$ cat src/source/icache_cfg_pkg.sv
// ==============================
// icache_cfg_pkg
// cache geometry and AXI bus constants
// ==============================
package icache_cfg_pkg;

    localparam int ADDR_W         = 32;   // byte address
    localparam int DATA_W         = 32;   // instruction word
    localparam int WAYS           = 2;
    localparam int SETS           = 256;
    localparam int INDEX_W        = 8;    // log2 of SETS
    localparam int WORDS_PER_LINE = 4;    // 16-byte line
    localparam int WORD_SEL_W     = 2;
    localparam int BYTE_OFF_W     = 2;    // byte within a word

    // tag takes what index, word select and byte bits leave over
    localparam int TAG_W = ADDR_W - INDEX_W - WORD_SEL_W - BYTE_OFF_W;

    localparam int DATA_DEPTH = SETS * WORDS_PER_LINE;  // words per way

    // AXI4-Lite read side
    localparam logic [1:0] AXI_RESP_OKAY = 2'b00;
    localparam logic [2:0] AXI_PROT_INSN = 3'b100;  // unprivileged, secure, instruction

endpackage

$ cat src/source/icache_if_pkg.sv
// ==============================
// icache_if_pkg
// fetch, tag entry and AXI read types
// ==============================
package icache_if_pkg;

    import icache_cfg_pkg::*;

    typedef struct packed {
        logic [TAG_W-1:0]      tag;
        logic [INDEX_W-1:0]    index;     // set select
        logic [WORD_SEL_W-1:0] word_sel;  // word within line
        logic [BYTE_OFF_W-1:0] byte_off;  // zero for fetches
    } fetch_addr_t;

    typedef struct packed {
        fetch_addr_t addr;  // word aligned
    } fetch_req_t;

    typedef struct packed {
        logic [DATA_W-1:0] data;
        logic              err;  // refill failed
    } fetch_resp_t;

    typedef struct packed {
        logic             valid;
        logic [TAG_W-1:0] tag;
    } tag_entry_t;

    typedef struct packed {
        logic [ADDR_W-1:0] addr;
        logic [2:0]        prot;
    } axi_ar_t;

    typedef struct packed {
        logic [DATA_W-1:0] data;
        logic [1:0]        resp;
    } axi_r_t;

endpackage

$ cat src/source/icache_ctrl.sv
// ==============================
// icache_ctrl
// lookup, AXI4-Lite refill, init walk FSM
// ==============================
`timescale 1ns/10ps

module icache_ctrl (
    input  logic                                  clk,
    input  logic                                  arst_n,
    input  logic                                  flush,
    input  logic                                  req_valid,
    output logic                                  req_ready,
    input  icache_if_pkg::fetch_req_t             req,
    output logic                                  resp_valid,
    output icache_if_pkg::fetch_resp_t            resp,
    output logic                                  ar_valid,
    input  logic                                  ar_ready,
    output icache_if_pkg::axi_ar_t                ar,
    input  logic                                  r_valid,
    output logic                                  r_ready,
    input  icache_if_pkg::axi_r_t                 r,
    output logic                                  tag_rd_en,
    output logic [icache_cfg_pkg::INDEX_W-1:0]    index,
    output logic [icache_cfg_pkg::WORD_SEL_W-1:0] word_sel,
    output logic [icache_cfg_pkg::TAG_W-1:0]      lookup_tag,
    output logic [icache_cfg_pkg::WAYS-1:0]       tag_we,
    output icache_if_pkg::tag_entry_t             wr_entry,
    output logic                                  touch_en,
    output logic                                  data_we,
    output logic                                  data_way,
    output logic [icache_cfg_pkg::DATA_W-1:0]     data_wdata,
    input  logic                                  hit,
    input  logic                                  hit_way,
    input  logic                                  victim_way,
    input  logic                                  fill_done,
    input  logic [icache_cfg_pkg::DATA_W-1:0]     rd_word
);

    import icache_cfg_pkg::*;
    import icache_if_pkg::*;

    typedef enum logic [2:0] {
        ST_INIT, ST_IDLE, ST_LOOKUP, ST_ADDR,
        ST_BEAT, ST_TAG_WR, ST_WAIT_FILL, ST_ERR_RESP
    } state_t;

    state_t                state;
    fetch_req_t            req_q;     // request in flight
    logic [INDEX_W-1:0]    init_cnt;  // set being cleared
    logic [WORD_SEL_W-1:0] word_cnt;  // refill word
    logic                  victim_q;  // way being refilled
    logic                  err_q;     // some beat came back bad
    logic                  accept;
    logic                  beat_err;
    logic                  last_beat;

    assign accept    = req_valid && req_ready;
    assign beat_err  = r.resp != AXI_RESP_OKAY;
    assign last_beat = word_cnt == WORD_SEL_W'(WORDS_PER_LINE - 1);

    always_ff @(posedge clk) begin
        if (accept) begin
            req_q <= req;
        end
    end

    always_ff @(posedge clk or negedge arst_n) begin
        if (!arst_n) begin
            state    <= ST_INIT;
            init_cnt <= '0;
            word_cnt <= '0;
            victim_q <= 1'b0;
            err_q    <= 1'b0;
        end else begin
            case (state)
                ST_INIT: begin
                    init_cnt <= init_cnt + 1'b1;
                    if (init_cnt == INDEX_W'(SETS - 1)) state <= ST_IDLE;
                end
                ST_IDLE: begin
                    if (flush) begin
                        init_cnt <= '0;
                        state    <= ST_INIT;  // walk again
                    end else if (accept) begin
                        state <= ST_LOOKUP;
                    end
                end
                ST_LOOKUP: begin
                    if (hit) begin
                        state <= ST_IDLE;
                    end else begin
                        victim_q <= victim_way;  // decided on this read
                        word_cnt <= '0;
                        err_q    <= 1'b0;
                        state    <= ST_ADDR;
                    end
                end
                ST_ADDR: if (ar_ready) state <= ST_BEAT;
                ST_BEAT: begin
                    if (r_valid) begin
                        word_cnt <= word_cnt + 1'b1;
                        err_q    <= err_q | beat_err;
                        if (!last_beat) state <= ST_ADDR;
                        else if (err_q || beat_err) state <= ST_ERR_RESP;
                        else state <= ST_TAG_WR;
                    end
                end
                ST_TAG_WR:    state <= ST_WAIT_FILL;
                ST_WAIT_FILL: if (fill_done) state <= ST_LOOKUP;  // replay
                ST_ERR_RESP:  state <= ST_IDLE;
                default:      state <= ST_INIT;
            endcase
        end
    end

    always_comb begin
        req_ready  = (state == ST_IDLE) && !flush;
        resp_valid = ((state == ST_LOOKUP) && hit) || (state == ST_ERR_RESP);
        resp.err   = state == ST_ERR_RESP;
        resp.data  = resp.err ? '0 : rd_word;

        ar_valid = state == ST_ADDR;
        ar.addr  = {req_q.addr.tag, req_q.addr.index, word_cnt, BYTE_OFF_W'(0)};
        ar.prot  = AXI_PROT_INSN;
        r_ready  = state == ST_BEAT;

        tag_rd_en  = accept || ((state == ST_WAIT_FILL) && fill_done);
        lookup_tag = (state == ST_IDLE) ? req.addr.tag : req_q.addr.tag;
        touch_en   = (state == ST_LOOKUP) && hit;

        case (state)
            ST_INIT: index = init_cnt;
            ST_IDLE: index = req.addr.index;  // read starts on accept
            default: index = req_q.addr.index;
        endcase

        case (state)
            ST_IDLE: word_sel = req.addr.word_sel;
            ST_BEAT: word_sel = word_cnt;       // refill write slot
            default: word_sel = req_q.addr.word_sel;
        endcase

        // ERR_RESP drops the victim since its data is partly overwritten
        case (state)
            ST_INIT:                tag_we = '1;
            ST_TAG_WR, ST_ERR_RESP: tag_we = WAYS'(1) << victim_q;
            default:                tag_we = '0;
        endcase
        wr_entry.valid = state == ST_TAG_WR;
        wr_entry.tag   = req_q.addr.tag;

        data_we    = (state == ST_BEAT) && r_valid;
        data_way   = victim_q;
        data_wdata = r.data;
    end

endmodule

$ cat config.mk
export PLATFORM = sky130hd
export DESIGN_NAME = icache_ctrl
export DESIGN_NICKNAME = d
export VERILOG_FILES = /design/src/source/icache_cfg_pkg.sv /design/src/source/icache_if_pkg.sv /design/src/source/icache_ctrl.sv
export SDC_FILE = /design/constraint.sdc
export NUM_CORES = 1
export LEC_CHECK = 0
export ABC_AREA = 1
export BUFFER_PORTS_ARGS = -buffer_cell sky130_fd_sc_hd__buf_2
export CAP_MARGIN = 5
export CORE_AREA = 2 2 106 108
export CTS_BUF_LIST = sky130_fd_sc_hd__clkbuf_8
export CTS_CLUSTER_SIZE = 8
export DETAILED_ROUTE_END_ITERATION = 10
export DIE_AREA = 0 0 108 110
export GPL_TIMING_DRIVEN = 0
export MAX_ROUTING_LAYER = met4
export PLACE_DENSITY = 0.67
export SLEW_MARGIN = 10
export SYNTH_ARGS = -nofsm -noshare
export SYNTH_HDL_FRONTEND = slang
export SYNTH_SLANG_ARGS = --single-unit
$ cat constraint.sdc
create_clock -name clk -period 3.3 [get_ports clk]
set_clock_uncertainty 0.15 [all_clocks]
set_input_delay 0.66 -clock clk [delete_from_list [all_inputs] [get_ports clk]]
set_output_delay 0.66 -clock clk [all_outputs]
set_load 0.005 [all_outputs]
After elaboration in Yosys (flattened, before gate mapping)

Index checks and enable logic that the tools add are counted.

Bits in registers: 45
Latch bits: 0
Memory bits (writable): 0
Bits in read-only memories: 0
Output and inout bits: 161
Word-level logic and storage cells: 70
Memories kept: 0

Add/sub/neg operators: 2
Multiply operators: 0
Div/mod/pow operators: 0
Order comparisons: 0
Equality and inequality tests: 16
Shifts and indexed selects: 1
Muxes and demuxes: 23
Bitwise gates (word level): 2
Reduce and logical (&&, ||, !) cells: 18

Operators by type and width:

| operator                                      | count |
|---|---|
| two-way mux 32 bit                            | 1 |
| case mux 8 bit (2 select lines)               | 2 |
| case mux 3 bit (8 select lines)               | 1 |
| two-way mux 3 bit                             | 7 |
| two-way mux 20 bit                            | 1 |
| == test 3 bit, second input constant          | 4 |
| case mux 2 bit (2 select lines)               | 3 |
| inequality test 2 bit, second input constant  | 5 |
| adder 8 x 1 -> 8 bit, second input constant   | 1 |
| == test 8 bit, second input constant          | 1 |
| two-way mux 2 bit                             | 4 |
| two-way mux 8 bit                             | 1 |
| == test 3 x 2 -> 1 bit, second input constant | 2 |
| nonzero test 2 bit                            | 3 |
| logical AND 1 bit                             | 5 |
| AND reduction 5 bit                           | 1 |
| AND reduction 2 bit                           | 2 |
| == test 3 x 1 -> 1 bit, second input constant | 1 |
| logical NOT 3 bit                             | 1 |
| logical OR 1 bit                              | 3 |
| inequality test 3 bit, second input constant  | 1 |
| AND reduction 3 bit                           | 1 |
| adder 2 x 1 -> 2 bit, second input constant   | 1 |
| == test 2 bit, second input constant          | 1 |
| 8 further kinds                               | 9 |

Logic depth before layout (Yosys ltp)

Gate-level depths: netlist (run 1).

Depth after elaboration: 6
Gate-level depth with buffers: 10
Mapped depth without buffers: 9

Worst setup path after synthesis (run 1)

No wires, ideal clock.

Path kind: input to register
From: in flush
To: reg req_q (netlist bit ar[10]), enable pin
Library setup time: 0.417 ns
Arrival time: 2.115 ns
Setup slack: 0.618 ns
Cell stages on the path: 3
Buffers on the path: 0
Cells stage by stage: inv_1 nand2_4 nor2_1

Word-level cells in the longest chain between the ends: 3

Ends and longest elaborated chain:

| item                   | RTL line           | RTL |
|---|---|---|
| start: declaration     | icache_ctrl.sv:10  | `input logic flush,` |
| logical NOT 1 bit      | icache_ctrl.sv:117 | `req_ready = (state == ST_IDLE) && !flush;` |
| logical AND 1 bit      | icache_ctrl.sv:117 |  |
| logical AND 1 bit      | icache_ctrl.sv:57  | `assign accept = req_valid && req_ready;` |
| named net accept       | icache_ctrl.sv:53  | `logic accept;` |
| end signal: assignment | icache_ctrl.sv:63  | `req_q <= req;` |
| end: declaration       | icache_ctrl.sv:48  | `fetch_req_t req_q;` |

The timed path passes the listed nets, and every way through them passes these cells.
A chain may end at the register's enable or synchronous reset.

Worst setup path in the final report (run 1)

From: reg state[2]
To: out index[4] (netlist bit)

Word-level cells in the longest chain between the ends: 2

Ends and longest elaborated chain:

| item                                                               | RTL line           | RTL |
|---|---|---|
| start: declaration                                                 | icache_ctrl.sv:47  | `state_t state;` |
| start signal: assignment                                           | icache_ctrl.sv:69  | `state <= ST_INIT;` |
| start signal: assignment                                           | icache_ctrl.sv:78  | `if (init_cnt == INDEX_W'(SETS - 1)) state <= ST_IDLE;` |
| start signal: assignment                                           | icache_ctrl.sv:83  | `state <= ST_INIT;` |
| == test 3 x 1 -> 1 bit / logical NOT 3 bit (equally long branches) | icache_ctrl.sv:131 | `case (state)` |
| case mux 8 bit (2 select lines) *                                  | icache_ctrl.sv:131 |  |
| end: declaration                                                   | icache_ctrl.sv:23  | `output logic [icache_cfg_pkg::INDEX_W-1:0] index,` |

Mark *: on every way between the ends. The rest lies on a longest branch, timed or not.

==> results of run 1 <==
per-stage QoR:
step / utilization, % / area [um^2] / setup TNS, ps / setup WS [ps] / std cells
after floorplan: - / 3400 / 0 / 618 / 453
after global placement: 44.1 / 4710 / -3190 / -110 / 821
after detailed placement: 44.1 / 4720 / 0 / 1060 / 821
after CTS: 45.0 / 4810 / 0 / 769 / 829
after global routing: 45.0 / 4810 / 0 / 685 / 829
final: 45.0 / 4810 / 0 / 791 / 829
cells in the mapped netlist (all sizes together):
| cell | n |
|---|---|
| o22ai | 1 |
| o211ai | 6 |
| ha | 2 |
| conb | 2 |
| buf | 97 |
| nand4 | 5 |
| nand3 | 26 |
| nor2 | 17 |
| dfrtp | 15 |
| inv | 66 |
| nand2 | 166 |
| edfxtp | 30 |
| a21oi | 6 |
| o21ai | 11 |
routing by layer:
layer,vias to the layer above,track usage (%),part of all wire (%)
met2,155,24.8,49
li1,1764,-,-
met4,0,4.67,1.7
met3,13,1.76,6.6
met1,1515,19.6,43
met5,-,-,0
final cells by class:
class | instances | area [um^2] | share of cell area (%)
Buffer | 97 | 719 | 15.0
Inverter | 66 | 258 | 5.36
Tap cell | 140 | 175 | 3.64
Timing Repair Buffer | 228 | 1140 | 23.7
Clock buffer | 5 | 68.8 | 1.43
Clock inverter | 3 | 21.3 | 0.442
Multi-Input combinational cell | 245 | 1150 | 23.9
Sequential cell | 45 | 1280 | 26.5
critical path: stages, from the launching register on:
cell and delay (ps):
dfrtp_1 350, buf_6 170, inv_4 70, nand3_4 140, nand2_4 90, inv_1 240, nand2_1 90, o211ai_1 100
buf_2 150
flip-flops by register name, summed over array words and instances (netlist names):
signal    flops
err_q         1
init_cnt      8
ar           28
req_q         2
word_cnt      2
data_way      1
state         3
where the power goes:
| group | leakage [nW] | switching [W] | internal [W] |
|---|---|---|---|
| clock | 0.0445 | 0.000207 | 0.000151 |
| sequential | 0.459 | 0 | 0.000602 |
| combinational | 2.36 | 0.0000603 | 0.0000910 |
| total | 2.87 | 0.000267 | 0.000844 |
cell families after synthesis:
group	after synthesis	synth area share [%]
compound gates	24	4.14
other cells	2	0.222
simple gates	214	28.4
fa+ha+maj	2	0.739
buf+inv	163	28.9
flops	45	37.7
how the worst min path moves through the flow:
stage	to	depth (start not counted)	slack [ps]
floorplan	data_way	0	210
global placement	err_q	2	330
detailed placement	err_q	2	360
CTS	init_cnt[7]	1	120
global route	init_cnt[7]	1	120
finish	init_cnt[7]	1	110
==> insert_results.sql, run 1 <==
INSERT INTO impl_metrics (metric_group, metric, value, unit) VALUES
('run_status', 'result_of_the_run', 'completed', ''),
('clocking', 'clk-insertion-delay-late', '310', 'ps'),
('floorplanning', 'die_area', '11900', 'um^2'),
('layout', 'n_antenna_cell', '0', ''),
('floorplanning', 'die_height', '110', 'um'),
('global_routing', 'first_pass_grt_wire_length', '14000', 'um'),
('floorplanning', 'coreArea', '10700', 'um^2'),
('clocking', 'clock_path_buffers', '2', ''),
('global_routing', 'overflow', '0', ''),
('timing', 'grt_setup_unrepaired', 'false', ''),
('place', 'gp_congestion', '0.873', ''),
('critical_path', 'r2r-end', 'ar[17]', ''),
('critical_path', 'critical_path_launch_point_type', 'flop', ''),
('layout', 'share_of_post_route_cells_with_drive_strength_above_1', '52.0', '%'),
('place', 'port_buffers', '228', ''),
('global_routing', 'vias_in_the_first_global_route', '2996', ''),
('synth', 'synth.yosys.seq_area_share', '37.7', '%'),
('timing', 'post-route-period-util', '76.0', '%'),
('layout', 'fillerInstances', '1098', ''),
('critical_path', 'r2r_cells', '6', ''),
('route', 'ant_nets', '0', ''),
('clocking', 'post_cts.resized_instances', '0', ''),
('clocking', 'cts.sink_count', '45', ''),
('route', 'wl', '9600', 'um'),
('floorplanning', 'std_cell_rows', '38', ''),
('clocking', 'htree_levels', '2', ''),
('route', 'first_pass_iters', '4', ''),
('clocking', 'cts_buffers', '5', ''),
('worst_hold_path', 'min-delay-path-class', 'input port to async pin', ''),
('timing', 'timing_hold_violations_final', '0', ''),
('clocking', 'cts_tree', 'done', ''),
('layout', 'num-nets-final', '798', ''),
('route', 'drc_errors', '0', ''),
('critical_path', 'required_time_of_the_critical_path', '2490', 'ps'),
('layout', 'most-common-layout-cells', 'buf_2, nand2_1, buf_4, inv_1, edfxtp_1', ''),
('timing', 'max_slew_headroom_at_the_worst_pin', '43.6', '%'),
('clocking', 'clk_transition_reported_paths', '100', 'ps'),
('synth', 'synth.distinct_cells', '29', ''),
('synth', 'netlist_area', '3390', 'um^2'),
('layout', 'mostFrequentLayoutCell', 'buf_2', ''),
('power_and_ir_drop', 'peak_supply_drop', '0.153', 'mV'),
('synth', 'synth.ff_latch_count', '45', ''),
('layout', 'area_delta_synth_final', '42.1', '%'),
('critical_path', 'crit_path_max_fanout', '9', ''),
('timing', 'slew_violations', '0', ''),
('synth', 'synth_top_area_share', '26.6', '%'),
('critical_path', 'cp_startpoint', 'state[2]', ''),
('floorplanning', 'initial_utilization', '31.7', '%'),
('critical_path', 'r2r_start', 'state[1]', ''),
('route', 'dr_total_vias', '3447', ''),
('critical_path', 'setup.worst_path.end_class', 'primary output', ''),
('critical_path', 'path_class', 'flop to primary output', ''),
('global_routing', 'grt_usage', '15.1', '%'),
('clocking', 'ctsHoldBuffers', '0', ''),
('clocking', 'number_of_setup_buffers_added_after_cts', '0', ''),
('critical_path', 'critical_path_arrival', '1700', 'ps'),
('global_routing', 'grt_max_degree', '31', ''),
('timing', 'max_freq', '399', 'MHz'),
('floorplanning', 'die_w', '108', 'um'),
('power_and_ir_drop', 'total_power', '0.00111', 'W'),
('route', 'routedWlPerCell', '11.6', 'um'),
('power_and_ir_drop', 'pwr_density_cell', '231', 'nW/um^2'),
('synth', 'netlist.top_cell.by_area', 'edfxtp_1', ''),
('route', 'first_iter_violations', '207', ''),
('timing', 'final.min_clock_period', '2510', 'ps'),
('timing', 'finalSetupViolCount', '0', ''),
('critical_path', 'worstSetupEndpoint', 'index[4]', ''),
('job', 'max_cap_violations', '0', ''),
('synth', 'number_of_instances_in_the_synthesized_netlist', '450', ''),
('timing', 'fin_hold_ws', '107', 'ps'),
('global_routing', 'antenna_found_initial', '0', ''),
('floorplanning', 'num_io_pins', '269', ''),
('power_and_ir_drop', 'p_leak', '2.87', 'nW'),
('route', 'avgViaCountPerCell', '4.16', ''),
('synth', 'syn-mean-instance-area', '7.53', 'um^2'),
('synth', 'synth_area_leaders', 'edfxtp_1, buf_4, nand2_1', ''),
('synth', 'total_number_of_yosys_warnings', '0', ''),
('critical_path', 'reg2reg_slack', '1190', 'ps'),
('clocking', 'clock-root-buffer', 'clkbuf_8', ''),
('place', 'place.detailed.hpwl', '7890', 'um'),
('timing', 'tightestPinTransition', '844', 'ps');
Power figures use the tool's default switching activity.
==> inputs of run 2 (changes only) <==
clock period = 2.44 ns   (was 3.3 ns; I/O delays follow)
==> run 2 against run 1 <==
Effect of this change:
- total power is 36% higher
- critical path depth unchanged
- die area is the same
- hold slack gained 110 ps
- cell count up 0.12%
- critical endpoint is now index[0]
- largest power group unchanged
==> insert_results.sql, run 2 (synthesis gave the netlist of run 1 again) <==
INSERT INTO impl_metrics (metric_group, metric, value, unit) VALUES
('timing', 'fin_setup_tns', '0', 'ps'),
('timing', 'timing_hold_violations_final', '0', ''),
('layout', 'combined_area_of_the_multi_input_logic_cells', '1150', 'um^2'),
('place', 'place.detailed.hpwl', '7780', 'um'),
('layout', 'fin_area', '4830', 'um^2'),
('layout', 'fin_cells', '830', ''),
('critical_path', 'critical_path_launch_point_type', 'flop', ''),
('clocking', 'ctsHoldBuffers', '1', ''),
('floorplanning', 'std_cell_rows', '38', ''),
('floorplanning', 'die_w', '108', 'um'),
('timing', 'finalSetupViolCount', '0', ''),
('job', 'max_cap_violations', '0', ''),
('clocking', 'clk_transition_reported_paths', '100', 'ps'),
('route', 'avgViaCountPerCell', '4.15', ''),
('timing', 'slew_violations', '0', ''),
('global_routing', 'grt_usage', '14.8', '%'),
('layout', 'share_of_post_route_cells_with_drive_strength_above_1', '51.9', '%'),
('critical_path', 'critical_path_arrival', '1690', 'ps'),
('route', 'drc_errors', '0', ''),
('power_and_ir_drop', 'p_leak', '2.87', 'nW'),
('critical_path', 'crit_path_max_fanout', '9', ''),
('route', 'wl', '9380', 'um'),
('route', 'dr_total_vias', '3448', ''),
('timing', 'max_freq', '430', 'MHz'),
('worst_hold_path', 'min-delay-path-class', 'input port to flop', ''),
('clocking', 'cts.sink_count', '45', ''),
('layout', 'most-common-layout-cells', 'buf_2, nand2_1, buf_4, inv_1, edfxtp_1', ''),
('critical_path', 'path_class', 'flop to primary output', ''),
('floorplanning', 'coreArea', '10700', 'um^2'),
('route', 'first_iter_violations', '238', ''),
('clocking', 'clock_path_buffers', '2', ''),
('clocking', 'number_of_setup_buffers_added_after_cts', '0', ''),
('timing', 'max_slew_headroom_at_the_worst_pin', '43.5', '%'),
('layout', 'num-nets-final', '799', ''),
('layout', 'n_antenna_cell', '0', ''),
('power_and_ir_drop', 'pwr_density_cell', '313', 'nW/um^2'),
('timing', 'tightestPinTransition', '845', 'ps'),
('layout', 'area_delta_synth_final', '42.5', '%'),
('floorplanning', 'die_height', '110', 'um'),
('route', 'routedWlPerCell', '11.3', 'um'),
('layout', 'fillerInstances', '1082', ''),
('power_and_ir_drop', 'total_power', '0.00151', 'W'),
('global_routing', 'overflow', '0', ''),
('route', 'ant_nets', '0', ''),
('global_routing', 'first_pass_grt_wire_length', '13700', 'um'),
('global_routing', 'antenna_found_initial', '0', ''),
('power_and_ir_drop', 'peak_supply_drop', '0.197', 'mV'),
('critical_path', 'required_time_of_the_critical_path', '1800', 'ps'),
('floorplanning', 'die_area', '11900', 'um^2'),
('floorplanning', 'num_io_pins', '269', ''),
('timing', 'final.min_clock_period', '2320', 'ps'),
('timing', 'post-route-period-util', '95.3', '%'),
('clocking', 'htree_levels', '2', ''),
('run_status', 'result_of_the_run', 'completed', ''),
('critical_path', 'setup.worst_path.end_class', 'primary output', ''),
('timing', 'grt_setup_unrepaired', 'false', ''),
('place', 'post-place-ws', '324', 'ps'),
('clocking', 'clock-root-buffer', 'clkbuf_8', ''),
('place', 'gp_congestion', '0.877', ''),
('place', 'dp_cells', '821', ''),
('place', 'port_buffers', '228', ''),
('timing', 'post-route-worst-setup-slack', '115', 'ps'),
('floorplanning', 'initial_utilization', '31.7', '%'),
('clocking', 'clk-insertion-delay-late', '310', 'ps'),
('layout', 'mostFrequentLayoutCell', 'buf_2', ''),
('layout', 'largest_reg_flops', '28', ''),
('clocking', 'cts_tree', 'done', ''),
('route', 'first_pass_iters', '6', ''),
('layout', 'seqCellArea', '1280', 'um^2'),
('clocking', 'post_cts.resized_instances', '0', ''),
('global_routing', 'grt_max_degree', '31', ''),
('global_routing', 'vias_in_the_first_global_route', '2983', ''),
('clocking', 'cts_buffers', '5', ''),
('place', 'placed_cell_area', '4720', 'um^2');
-- run 2: cell type report --
| cell class | count | share of cell area [%] |
|---|---|---|
| Buffer | 97 | 14.9 |
| Sequential cell | 45 | 26.4 |
| Tap cell | 140 | 3.63 |
| Inverter | 66 | 5.34 |
| Multi-Input combinational cell | 245 | 23.9 |
| Clock inverter | 3 | 0.519 |
| Timing Repair Buffer | 229 | 23.9 |
| Clock buffer | 5 | 1.43 |
-- run 2: where the power goes --
group	internal, W	leakage [nW]	switching (W)
registers	0.000814	0.459	0
clock network	0.000207	0.0447	0.000284
logic	0.000124	2.37	0.0000817
total	0.00115	2.87	0.000365
-- run 2: per-stage QoR --
step / util (%) / hold WS [ps]
3_3_place_gp: 44.1 / 281
2_1_floorplan: - / 42.4
5_1_grt: 45.1 / 195
4_1_cts: 45.1 / 201
3_5_place_dp: 44.1 / 291
6_report: 45.1 / 212
-- run 2: critical path, cell delays in order, from the launching register on --
cell and delay (ps):
dfrtp_1 350, buf_6 160, inv_4 70, nand3_4 140, nand2_4 90, inv_1 250
nand2_1 80, o211ai_1 100, buf_2 140
-- run 2: path summary, 6_finish.rpt --
kind / startpoint / to / slack (ps) / cells past startpoint
min: req[10] / ar[13] / 210 / 1
max in group asynchronous: arst_n / data_way / 1370 / 2
min reg2reg: err_q / err_q / 370 / 2
max: state[2] / index[0] / 120 / 8
min in group asynchronous: arst_n / init_cnt[0] / 470 / 2
max reg2reg: state[1] / ar[18] / 350 / 6
-- run 2: routing by layer --
layer  up-vias  track usage [%]  routed length [um]
li1       1766                -                   -
met5         -                -                   0
met4         0             2.93                  64
met3         7             2.53                 749
met2       159             25.2                4610
met1      1516             18.6                3960
